File: config.mk
export PLATFORM = sky130hd
export DESIGN_NAME = io_top
export DESIGN_NICKNAME = d
export VERILOG_FILES = /design/src/logic/io_pkg.sv /design/src/logic/io_top.sv /design/src/logic/mmio_regs.sv /design/src/logic/perf_counters.sv /design/src/logic/uart.sv /design/src/logic/uart_rx.sv /design/src/logic/uart_tx.sv
export SDC_FILE = /design/constraint.sdc
export NUM_CORES = 1
export LEC_CHECK = 0
export BUFFER_PORTS_ARGS = -buffer_cell sky130_fd_sc_hd__buf_4
export CORE_ASPECT_RATIO = 0.7
export CORE_MARGIN = 3
export CORE_UTILIZATION = 40
export DETAILED_ROUTE_END_ITERATION = 6
export HOLD_SLACK_MARGIN = 0.15
export SETUP_SLACK_MARGIN = 0.5
export SLEW_MARGIN = 20
export SYNTH_ARGS = -nofsm -noshare
export SYNTH_HDL_FRONTEND = slang
export SYNTH_SLANG_ARGS = --single-unit
File: constraint.sdc
create_clock -name clk -period 4.4 [get_ports clk]
set_clock_uncertainty 0.15 [all_clocks]
set_input_delay 0.44 -clock clk [delete_from_list [all_inputs] [get_ports clk]]
set_output_delay 0.44 -clock clk [all_outputs]
set_load 0.1 [all_outputs]
File: src/logic/io_pkg.sv
`default_nettype none

package io_pkg;

    // *************************************************
    // Widths.
    // *************************************************
    localparam int data_w = 32;
    localparam int byte_w = 8;

    // *************************************************
    // UART bit timing.
    // *************************************************
    // Short bit time to keep simulation fast.
    localparam int clks_per_bit = 8;
    localparam int bit_cnt_w = $clog2(clks_per_bit);
    // Start bit, data bits and stop bit.
    localparam int frame_bits = byte_w + 2;
    localparam int bit_idx_w = $clog2(frame_bits);

    // *************************************************
    // Register map.
    // *************************************************
    localparam logic [data_w-1:0] addr_uart_ctrl   = 32'h8000_0000;
    localparam logic [data_w-1:0] addr_uart_rdata  = 32'h8000_0004;
    localparam logic [data_w-1:0] addr_uart_tdata  = 32'h8000_0008;
    localparam logic [data_w-1:0] addr_cycle_cnt   = 32'h8000_0010;
    localparam logic [data_w-1:0] addr_inst_cnt    = 32'h8000_0014;
    localparam logic [data_w-1:0] addr_rst_cnt     = 32'h8000_0018;
    localparam logic [data_w-1:0] addr_br_inst_cnt = 32'h8000_001C;
    localparam logic [data_w-1:0] addr_br_suc_cnt  = 32'h8000_0020;

endpackage

`default_nettype wire

File: src/logic/io_top.sv
`timescale 1ns/10ps
`default_nettype none

module io_top import io_pkg::*; (
    input  logic              clk,
    input  logic              arst_n,
    input  logic [data_w-1:0] addr,
    input  logic [data_w-1:0] din,
    input  logic              io_en,
    input  logic              inst_retire,
    input  logic              br_inst,
    input  logic              br_suc,
    input  logic              serial_in,
    output logic              serial_out,
    output logic [data_w-1:0] dout
);

    logic [byte_w-1:0] tx_data;
    logic              tx_valid;
    logic              tx_ready;
    logic [byte_w-1:0] rx_data;
    logic              rx_valid;
    logic              rx_ready;

    logic              cnt_clear;
    logic [data_w-1:0] cycle_cnt;
    logic [data_w-1:0] inst_cnt;
    logic [data_w-1:0] br_inst_cnt;
    logic [data_w-1:0] br_suc_cnt;

    mmio_regs u_regs (
        .clk         (clk),
        .arst_n      (arst_n),
        .addr        (addr),
        .din         (din),
        .io_en       (io_en),
        .dout        (dout),
        .tx_data     (tx_data),
        .tx_valid    (tx_valid),
        .tx_ready    (tx_ready),
        .rx_data     (rx_data),
        .rx_valid    (rx_valid),
        .rx_ready    (rx_ready),
        .cnt_clear   (cnt_clear),
        .cycle_cnt   (cycle_cnt),
        .inst_cnt    (inst_cnt),
        .br_inst_cnt (br_inst_cnt),
        .br_suc_cnt  (br_suc_cnt)
    );

    uart u_uart (
        .clk        (clk),
        .arst_n     (arst_n),
        .tx_data    (tx_data),
        .tx_valid   (tx_valid),
        .tx_ready   (tx_ready),
        .rx_data    (rx_data),
        .rx_valid   (rx_valid),
        .rx_ready   (rx_ready),
        .serial_in  (serial_in),
        .serial_out (serial_out)
    );

    perf_counters u_cnt (
        .clk         (clk),
        .arst_n      (arst_n),
        .cnt_clear   (cnt_clear),
        .inst_retire (inst_retire),
        .br_inst     (br_inst),
        .br_suc      (br_suc),
        .cycle_cnt   (cycle_cnt),
        .inst_cnt    (inst_cnt),
        .br_inst_cnt (br_inst_cnt),
        .br_suc_cnt  (br_suc_cnt)
    );

endmodule

`default_nettype wire

File: src/logic/mmio_regs.sv
`timescale 1ns/10ps
`default_nettype none

module mmio_regs import io_pkg::*; (
    input  logic              clk,
    input  logic              arst_n,
    input  logic [data_w-1:0] addr,
    input  logic [data_w-1:0] din,
    input  logic              io_en,
    output logic [data_w-1:0] dout,
    output logic [byte_w-1:0] tx_data,
    output logic              tx_valid,
    input  logic              tx_ready,
    input  logic [byte_w-1:0] rx_data,
    input  logic              rx_valid,
    output logic              rx_ready,
    output logic              cnt_clear,
    input  logic [data_w-1:0] cycle_cnt,
    input  logic [data_w-1:0] inst_cnt,
    input  logic [data_w-1:0] br_inst_cnt,
    input  logic [data_w-1:0] br_suc_cnt
);

    logic [data_w-1:0] next_dout;
    logic [byte_w-1:0] next_tx_data;
    logic              next_tx_valid;
    logic              next_rx_ready;
    logic              next_cnt_clear;
    logic              tdata_wr;

    assign tdata_wr = io_en && (addr == addr_uart_tdata);

    // *************************************************
    // Address decode.
    // *************************************************
    always_comb begin
        next_dout      = '0;
        next_tx_data   = tx_data;
        next_tx_valid  = tx_valid;
        next_rx_ready  = 1'b0;
        next_cnt_clear = 1'b0;

        if (tx_valid && tx_ready) begin
            next_tx_valid = 1'b0;
        end

        if (io_en) begin
            case (addr)
                addr_uart_ctrl: begin
                    next_dout = {{(data_w - 2){1'b0}}, rx_valid, tx_ready};
                end
                addr_uart_rdata: begin
                    next_dout     = {{(data_w - byte_w){1'b0}}, rx_data};
                    next_rx_ready = 1'b1;
                end
                addr_uart_tdata: begin
                    // A new byte replaces one still pending.
                    next_tx_data  = din[byte_w-1:0];
                    next_tx_valid = 1'b1;
                end
                addr_cycle_cnt: begin
                    next_dout = cycle_cnt;
                end
                addr_inst_cnt: begin
                    next_dout = inst_cnt;
                end
                addr_rst_cnt: begin
                    next_cnt_clear = 1'b1;
                end
                addr_br_inst_cnt: begin
                    next_dout = br_inst_cnt;
                end
                addr_br_suc_cnt: begin
                    next_dout = br_suc_cnt;
                end
                default: begin
                    next_dout = '0;
                end
            endcase
        end
    end

    // *************************************************
    // Registers.
    // *************************************************
    always_ff @(posedge clk or negedge arst_n) begin
        if (!arst_n) begin
            dout      <= '0;
            tx_valid  <= 1'b0;
            rx_ready  <= 1'b0;
            cnt_clear <= 1'b0;
        end else begin
            dout      <= next_dout;
            tx_valid  <= next_tx_valid;
            rx_ready  <= next_rx_ready;
            cnt_clear <= next_cnt_clear;
        end
    end

    always_ff @(posedge clk) begin
        tx_data <= next_tx_data;
    end

    // Pending byte holds until the transmitter takes it.
    a_tx_hold: assert property (
        @(posedge clk) disable iff (!arst_n)
        (tx_valid && !tx_ready && !tdata_wr) |=> $stable(tx_data)
    ) else $error("mmio_regs: tx_data changed while waiting for tx_ready");

endmodule

`default_nettype wire

File: src/logic/perf_counters.sv
`timescale 1ns/10ps
`default_nettype none

module perf_counters import io_pkg::*; (
    input  logic              clk,
    input  logic              arst_n,
    input  logic              cnt_clear,
    input  logic              inst_retire,
    input  logic              br_inst,
    input  logic              br_suc,
    output logic [data_w-1:0] cycle_cnt,
    output logic [data_w-1:0] inst_cnt,
    output logic [data_w-1:0] br_inst_cnt,
    output logic [data_w-1:0] br_suc_cnt
);

    // Clear wins over any event in the same cycle.
    always_ff @(posedge clk or negedge arst_n) begin
        if (!arst_n) begin
            cycle_cnt   <= '0;
            inst_cnt    <= '0;
            br_inst_cnt <= '0;
            br_suc_cnt  <= '0;
        end else if (cnt_clear) begin
            cycle_cnt   <= '0;
            inst_cnt    <= '0;
            br_inst_cnt <= '0;
            br_suc_cnt  <= '0;
        end else begin
            cycle_cnt <= cycle_cnt + 1'b1;
            if (inst_retire) begin
                inst_cnt <= inst_cnt + 1'b1;
            end
            if (br_inst) begin
                br_inst_cnt <= br_inst_cnt + 1'b1;
            end
            if (br_suc) begin
                br_suc_cnt <= br_suc_cnt + 1'b1;
            end
        end
    end

    // A taken branch must also be a branch.
    a_br_suc: assert property (
        @(posedge clk) disable iff (!arst_n)
        br_suc |-> br_inst
    ) else $error("perf_counters: br_suc without br_inst");

endmodule

`default_nettype wire

File: src/logic/uart.sv
`timescale 1ns/10ps
`default_nettype none

module uart import io_pkg::*; (
    input  logic              clk,
    input  logic              arst_n,
    input  logic [byte_w-1:0] tx_data,
    input  logic              tx_valid,
    output logic              tx_ready,
    output logic [byte_w-1:0] rx_data,
    output logic              rx_valid,
    input  logic              rx_ready,
    input  logic              serial_in,
    output logic              serial_out
);

    logic [1:0] sync;

    // Two-flop synchronizer, idle high so reset raises no start bit.
    always_ff @(posedge clk or negedge arst_n) begin
        if (!arst_n) begin
            sync <= 2'b11;
        end else begin
            sync <= {sync[0], serial_in};
        end
    end

    uart_tx u_tx (
        .clk        (clk),
        .arst_n     (arst_n),
        .tx_data    (tx_data),
        .tx_valid   (tx_valid),
        .tx_ready   (tx_ready),
        .serial_out (serial_out)
    );

    uart_rx u_rx (
        .clk       (clk),
        .arst_n    (arst_n),
        .serial_in (sync[1]),
        .rx_data   (rx_data),
        .rx_valid  (rx_valid),
        .rx_ready  (rx_ready)
    );

endmodule

`default_nettype wire

File: src/logic/uart_rx.sv
`timescale 1ns/10ps
`default_nettype none

module uart_rx import io_pkg::*; (
    input  logic              clk,
    input  logic              arst_n,
    input  logic              serial_in,
    output logic [byte_w-1:0] rx_data,
    output logic              rx_valid,
    input  logic              rx_ready
);

    typedef enum logic [1:0] {
        st_idle,
        st_start,
        st_data,
        st_stop
    } rx_state_t;

    rx_state_t            state;
    logic [bit_cnt_w-1:0] clk_cnt;
    logic [bit_idx_w-1:0] bit_idx;
    logic [byte_w-1:0]    shreg;
    logic                 bit_end;
    logic                 half_end;
    logic                 accept;

    assign bit_end  = clk_cnt == bit_cnt_w'(clks_per_bit - 1);
    assign half_end = clk_cnt == bit_cnt_w'(clks_per_bit / 2 - 1);

    // Good stop bit and room in the buffer.
    assign accept = (state == st_stop) && bit_end && serial_in && (!rx_valid || rx_ready);

    // *************************************************
    // Frame FSM.
    // *************************************************
    always_ff @(posedge clk or negedge arst_n) begin
        if (!arst_n) begin
            state   <= st_idle;
            clk_cnt <= '0;
            bit_idx <= '0;
        end else begin
            case (state)
                st_idle: begin
                    clk_cnt <= '0;
                    if (!serial_in) begin
                        state <= st_start;
                    end
                end
                st_start: begin
                    // Recheck the start bit at half a bit time.
                    if (half_end) begin
                        clk_cnt <= '0;
                        bit_idx <= '0;
                        state   <= serial_in ? st_idle : st_data;
                    end else begin
                        clk_cnt <= clk_cnt + 1'b1;
                    end
                end
                st_data: begin
                    if (bit_end) begin
                        clk_cnt <= '0;
                        if (bit_idx == bit_idx_w'(byte_w - 1)) begin
                            state <= st_stop;
                        end else begin
                            bit_idx <= bit_idx + 1'b1;
                        end
                    end else begin
                        clk_cnt <= clk_cnt + 1'b1;
                    end
                end
                default: begin
                    if (bit_end) begin
                        state <= st_idle;
                    end else begin
                        clk_cnt <= clk_cnt + 1'b1;
                    end
                end
            endcase
        end
    end

    always_ff @(posedge clk or negedge arst_n) begin
        if (!arst_n) begin
            rx_valid <= 1'b0;
        end else if (accept) begin
            rx_valid <= 1'b1;
        end else if (rx_ready) begin
            rx_valid <= 1'b0;
        end
    end

    // Data path, LSB first.
    always_ff @(posedge clk) begin
        if (state == st_data && bit_end) begin
            shreg <= {serial_in, shreg[byte_w-1:1]};
        end
        if (accept) begin
            rx_data <= shreg;
        end
    end

    a_rx_hold: assert property (
        @(posedge clk) disable iff (!arst_n)
        (rx_valid && !rx_ready) |=> (rx_valid && $stable(rx_data))
    ) else $error("uart_rx: buffered byte changed before it was taken");

endmodule

`default_nettype wire

File: src/logic/uart_tx.sv
`timescale 1ns/10ps
`default_nettype none

module uart_tx import io_pkg::*; (
    input  logic              clk,
    input  logic              arst_n,
    input  logic [byte_w-1:0] tx_data,
    input  logic              tx_valid,
    output logic              tx_ready,
    output logic              serial_out
);

    logic [frame_bits-1:0] frame;
    logic [bit_cnt_w-1:0]  clk_cnt;
    logic [bit_idx_w-1:0]  bit_idx;
    logic                  busy;

    assign tx_ready = !busy;
    // Line driven straight from the shift register.
    assign serial_out = frame[0];

    always_ff @(posedge clk or negedge arst_n) begin
        if (!arst_n) begin
            frame   <= '1;
            busy    <= 1'b0;
            clk_cnt <= '0;
            bit_idx <= '0;
        end else if (!busy) begin
            if (tx_valid) begin
                frame   <= {1'b1, tx_data, 1'b0};
                busy    <= 1'b1;
                clk_cnt <= '0;
                bit_idx <= '0;
            end
        end else if (clk_cnt == bit_cnt_w'(clks_per_bit - 1)) begin
            clk_cnt <= '0;
            frame   <= {1'b1, frame[frame_bits-1:1]};
            // Stop bit done.
            if (bit_idx == bit_idx_w'(frame_bits - 1)) begin
                busy <= 1'b0;
            end else begin
                bit_idx <= bit_idx + 1'b1;
            end
        end else begin
            clk_cnt <= clk_cnt + 1'b1;
        end
    end

    // Line rests high whenever the transmitter is ready.
    a_tx_idle: assert property (
        @(posedge clk) disable iff (!arst_n)
        tx_ready |-> serial_out
    ) else $error("uart_tx: serial_out low while no frame is in progress");

endmodule

`default_nettype wire

[Word-level counts from Yosys, hierarchy flattened]
Cells that the tools add are included.
Operators by class
  add/sub/neg operators: 8
  equality and inequality tests: 24
  multiplexer cells: 47
  reductions and logical operators: 21
Operators by type and width (count)
  32-bit == test (second input constant): 8
  32-bit two-way mux: 8
  32-bit case mux with 6 select lines: 1
  32-bit by 1-bit adder with 32-bit output (second input constant): 4
  10-bit two-way mux: 3
  4-bit two-way mux: 7
  3-bit two-way mux: 6
  1-bit two-way mux: 13
  2-bit two-way mux: 6
  2-bit != test (second input constant): 6
  2-bit nonzero test: 6
  3-bit case mux with 3 select lines: 1
  4-bit by 1-bit adder with 4-bit output (second input constant): 2
  4-bit case mux with 2 select lines: 1
  3-bit by 1-bit adder with 3-bit output (second input constant): 2
  3-bit == test (second input constant): 2
  2-bit case mux with 3 select lines: 1
  1-bit logical AND: 5
  5-bit AND reduction: 1
  2-bit == test (second input constant): 2
  4-bit by 3-bit == test with 1-bit output (second input constant): 1
  4-bit == test (second input constant): 1
  4-bit by 1-bit != test with 1-bit output (second input constant): 1
  2-bit AND reduction: 2
  other kinds (9): 10
Word-level totals
  register bits after elaboration: 217
  word-level logic and storage cells: 120

[Longest topological paths before layout]
  depth after elaboration: 5
  mapped depth: 7
  mapped depth without buffers: 6

[Modules after synthesis]
From an unflattened synthesis, not the netlist that was laid out.
Unflattened totals
  cells, all modules: 1125
  area, all modules: 11183.2 um^2
By module, submodules not included
  perf_counters: instances 1, cells an instance 690, area an instance 6556.3 um^2
  mmio_regs: instances 1, cells an instance 272, area an instance 2560.0 um^2
  uart_rx: instances 1, cells an instance 77, area an instance 1107.3 um^2
  uart_tx: instances 1, cells an instance 84, area an instance 907.1 um^2
  uart: instances 1, cells an instance 2, area an instance 52.6 um^2

[Worst setup path after synthesis]
Ideal clock, no wire load.
  kind: register to register
  start: register u_cnt.cycle_cnt[0]
  end: register u_cnt.cycle_cnt[28]
  setup time: 0.125 ns
  arrival: 1.998 ns
  setup slack: 2.127 ns
  stages on the path, launching flop included: 7
  path through: dfrtp_1 -> ha_1 -> nand4_1 -> or3_1 -> clkbuf_1 -> nor4_1 -> mux2_2
On the way
  cells in the longest elaborated chain, start to end: 2
RTL lines
  from (decl): RTL line perf_counters.sv:11  | output logic [data_w-1:0] cycle_cnt,
  from (signal assigned): RTL line perf_counters.sv:30  | cycle_cnt <= cycle_cnt + 1'b1;
  32-bit by 1-bit adder with 32-bit output: RTL line perf_counters.sv:30
  32-bit two-way mux: RTL line perf_counters.sv:24  | end else if (cnt_clear) begin
Every way passes these cells.
A chain may end at the register's enable or synchronous reset.

[Worst setup path after layout]
  start: register u_cnt.br_inst_cnt[0]
  end: register u_cnt.br_inst_cnt[24]
On the way
  cells in the longest elaborated chain, start to end: 3
RTL lines
  from (decl): RTL line perf_counters.sv:13  | output logic [data_w-1:0] br_inst_cnt,
  from (signal assigned): RTL line perf_counters.sv:35  | br_inst_cnt <= br_inst_cnt + 1'b1;
  32-bit by 1-bit adder with 32-bit output: RTL line perf_counters.sv:35
  32-bit two-way mux: RTL line perf_counters.sv:34  | if (br_inst) begin
  32-bit two-way mux: RTL line perf_counters.sv:24
Every way passes these cells. The select of a mux whose other input is x is not followed.

==> qor.yml <==
fp.dieH_um: 147
ys_seq_elements: 216
outcome: "finished, final reports clean"
cts_hold_buf: 15
reg2regPathDepth: 5
diodes: 0
setup_viol: 0
clock.fmax_mhz: 367
die_area_mm2: 0.0304
cp_max_fo: 17
antenna_found_initial: 0
routedWlPerCell_um: 17.7
syn-num-nets: 1236
worstSetupPathType: "register to register"
synth.largest_area_cell: "dfrtp_1"
hold_viol: 0
first_global_vias: 8340
postSynth.asyncResetShare_pct: 88.9
cts_resized: 0
crit_buf_inv: 0
power_leakage_nw: 5.16
finalWirelength_mm: 27.9
multiInputGateArea_mm2: 0.00533
antenna_left: 0
drv_cap: 0
rows: 50
tightest_slew_ps: 987
grt_max_degree: 123
clock_sinks: 216
crit_path_end_kind: "register"
finalMaxSlewViolations: 0
nNetsFinal: 1279
crit_path_frequent_cell: "or4_1"
cp-endpoint: "u_cnt.br_inst_cnt[24]$_DFFE_PN0P_"
drive_above_1_share_pct: 13.1
ys.flop_type: "dfrtp_1"
nFillCells: 2517
power_density_mw_per_mm2: 375
seqCellArea_mm2: 0.00554
drcViolationCount: 0
cp-startpoint: "u_cnt.br_inst_cnt[0]$_DFFE_PN0P_"
synth_area_leaders: "dfrtp_1 (40%), edfxtp_1 (6.4%), mux2i_1 (4.1%)"
min_period_ps: 2730
reg2reg_slack_ps: 1670
grt_usage_pct: 18.1
clk_pin_slew_ps: 60
via_per_inst: 5.64
numCtsBuffers: 24
tns_ps: 0
max_slew_margin_pct: 34.2
ys_types: 55
synth.avg_cell_area_um2: 9.84
grt_pass1_wl_mm: 46.3
drt-pass1-iter-count: 5
postSynthCellCount: 1151
peakVddDrop_uv: 239
ios: 104
cts_setup_buffers: 0
critical-path-top-delay-family: "simple AND/OR/NAND/NOR gates"
slowest_delay_ps: 880
worstSkewPairLatency_ps: 510
slowest_stage: "or4_1"
syn_area_mm2: 0.0113
finalWeightedCongestion: 0.824
hold_depth: 0
cp-start-kind: "register"
synth-edff-count: 24
overflow: 0
min_path_type: "register to register"
root_buffer: "clkbuf_16"
syn_to_final_growth_pct: 15.5
hpwl_mm: 18.3
cp_cell_sequence: "ha_1 > nand4_1 > or4_1 > or4_1 > a21oi_1"
vias: 8883
reg2reg_to: "u_cnt.br_inst_cnt[24]$_DFFE_PN0P_"
period_share_pct: 62.0
dr.first_iter.drc_count: 816
cts_buffer_depth: 3
cts_tree: "yes"
initial_utilization_pct: 41.5
required_ps: 4690
core-area_mm2: 0.0273
whs_ps: 209
synth_top_area_share_pct: 40.0
cp_data_arrival_time_ps: 3010
worstReg2RegStart: "u_cnt.br_inst_cnt[0]$_DFFE_PN0P_"
io_buffers: 79
ys_warn_count: 0
die_x_um: 207
rsz0062_at_grt: "false"
ys_seq_area_share_pct: 48.9
crit_cells: 5
htreeDepth: 1
[layout make-up]
type                    instances  area share, %
flip-flops and latches        216           42.4
multi-input cells             820           40.7
repair buffers                103           6.45
clock buffers                  35           5.22
well taps                     364           3.48
clock inverters                 9          0.880
inverters                      29          0.832
[where the power goes]
part	switching (mW)	total (mW)	internal (mW)
clock	0.815	2.06	1.25
sequential	0.208	2.35	2.14
combinational	0.262	0.496	0.235
total	1.28	4.91	3.63
[synth_stat cells, types with 3 or more instances]
cell type / instances
a211oi_1: 7
a21boi_0: 8
a21oi_1: 79
a22o_1: 4
a22oi_1: 30
a31oi_1: 3
a32o_1: 3
and3_1: 9
and3b_1: 3
and4_1: 19
buf_1: 9
buf_2: 7
buf_6: 3
clkbuf_1: 65
dfrtp_1: 181
dfstp_2: 11
edfxtp_1: 24
ha_1: 14
inv_1: 29
mux2_2: 13
mux2i_1: 46
nand2_1: 57
nand2b_1: 4
nand3_1: 46
nand4_1: 37
nor2_1: 74
nor2b_1: 24
nor3_1: 63
nor4_1: 18
o21a_1: 24
o21ai_0: 34
o2bb2ai_1: 8
o31ai_1: 42
or2_2: 3
or3_1: 30
or3_2: 4
or4_1: 50
xnor2_1: 23
xor2_1: 23
[through the flow]
step | setup WS [ps] | std cells | area, um2 | util [%] | total power, mW
after floorplan | 2130 | 1151 | 11300 | - | 2.68
after global placement | 1700 | 1517 | 12100 | 44.5 | 2.85
after detailed placement | 1610 | 1517 | 12100 | 44.5 | 2.87
after CTS | 1700 | 1576 | 13100 | 47.9 | 4.96
after global routing | 1470 | 1576 | 13100 | 47.9 | 5.16
final | 1670 | 1576 | 13100 | 47.9 | 4.91
[metal layers]
metal | track usage (%) | wire length (um) | up-vias
met5 | 0 | 0 | -
met4 | 3.59 | 476 | 0
met3 | 2.56 | 1220 | 37
met2 | 25.0 | 11600 | 158
met1 | 29.7 | 14500 | 4321
li1 | - | - | 4367
[cells in the final DEF, fill, tap and decap left out, types with 7 or more instances in the layout]
cell / netlist / final
dlygate4sd3_1: 0 / 15
and4_1: 19 / 19
o31ai_1: 42 / 42
a21boi_0: 8 / 8
nor3_1: 63 / 63
and3_1: 9 / 9
o21ai_0: 34 / 34
xor2_1: 23 / 23
mux2_2: 13 / 13
mux2i_1: 46 / 46
a211oi_1: 7 / 7
nor4_1: 18 / 17
or4_1: 50 / 50
inv_1: 29 / 29
or3_1: 30 / 30
edfxtp_1: 24 / 24
nand4_1: 37 / 37
nand2_1: 57 / 57
buf_4: 0 / 85
dfstp_2: 11 / 11
clkbuf_16: 0 / 25
nor2b_1: 24 / 22
ha_1: 14 / 14
o21a_1: 24 / 24
nand3_1: 46 / 46
xnor2_1: 23 / 23
a22oi_1: 30 / 30
nor2_1: 74 / 74
dfrtp_1: 181 / 180
a21oi_1: 79 / 79
o2bb2ai_1: 8 / 8
clkbuf_1: 65 / 8
[logic make-up (layout without fill, tap and decap cells)]
family | after synthesis | count (layout) | synth area share [%]
buffers and inverters | 115 | 176 | 4.11
AO/OA/AOI/OAI | 250 | 250 | 14.3
XOR/XNOR | 46 | 46 | 3.56
flip-flops | 216 | 216 | 48.9
adder cells (fa/ha/maj) | 14 | 14 | 1.55
multiplexers | 59 | 59 | 5.36
AND/OR/NAND/NOR | 451 | 451 | 22.2
[worst min-delay path by stage]
stage,start,endpoint,slack (ps)
after floorplan,arst_n,u_cnt.br_inst_cnt[0]$_DFFE_PN0P_,-6
after global placement,u_uart.sync[0]$_DFF_PN1_,u_uart.sync[1]$_DFF_PN1_,200
after detailed placement,u_uart.sync[0]$_DFF_PN1_,u_uart.sync[1]$_DFF_PN1_,200
after CTS,u_uart.sync[0]$_DFF_PN1_,u_uart.sync[1]$_DFF_PN1_,210
after global routing,u_uart.sync[0]$_DFF_PN1_,u_uart.sync[1]$_DFF_PN1_,220
final,u_uart.sync[0]$_DFF_PN1_,u_uart.sync[1]$_DFF_PN1_,210
[flip-flops by register name (all words and copies together), names as in the netlist, 8 cells and up]
signal / cells
u_cnt.inst_cnt: 32
u_uart.u_rx.rx_data: 8
u_uart.u_tx.frame: 9
u_uart.u_rx.shreg: 8
u_cnt.cycle_cnt: 32
u_regs.dout: 32
u_cnt.br_suc_cnt: 32
u_cnt.br_inst_cnt: 32
u_regs.tx_data: 8
(Power assumes the default switching activity.)
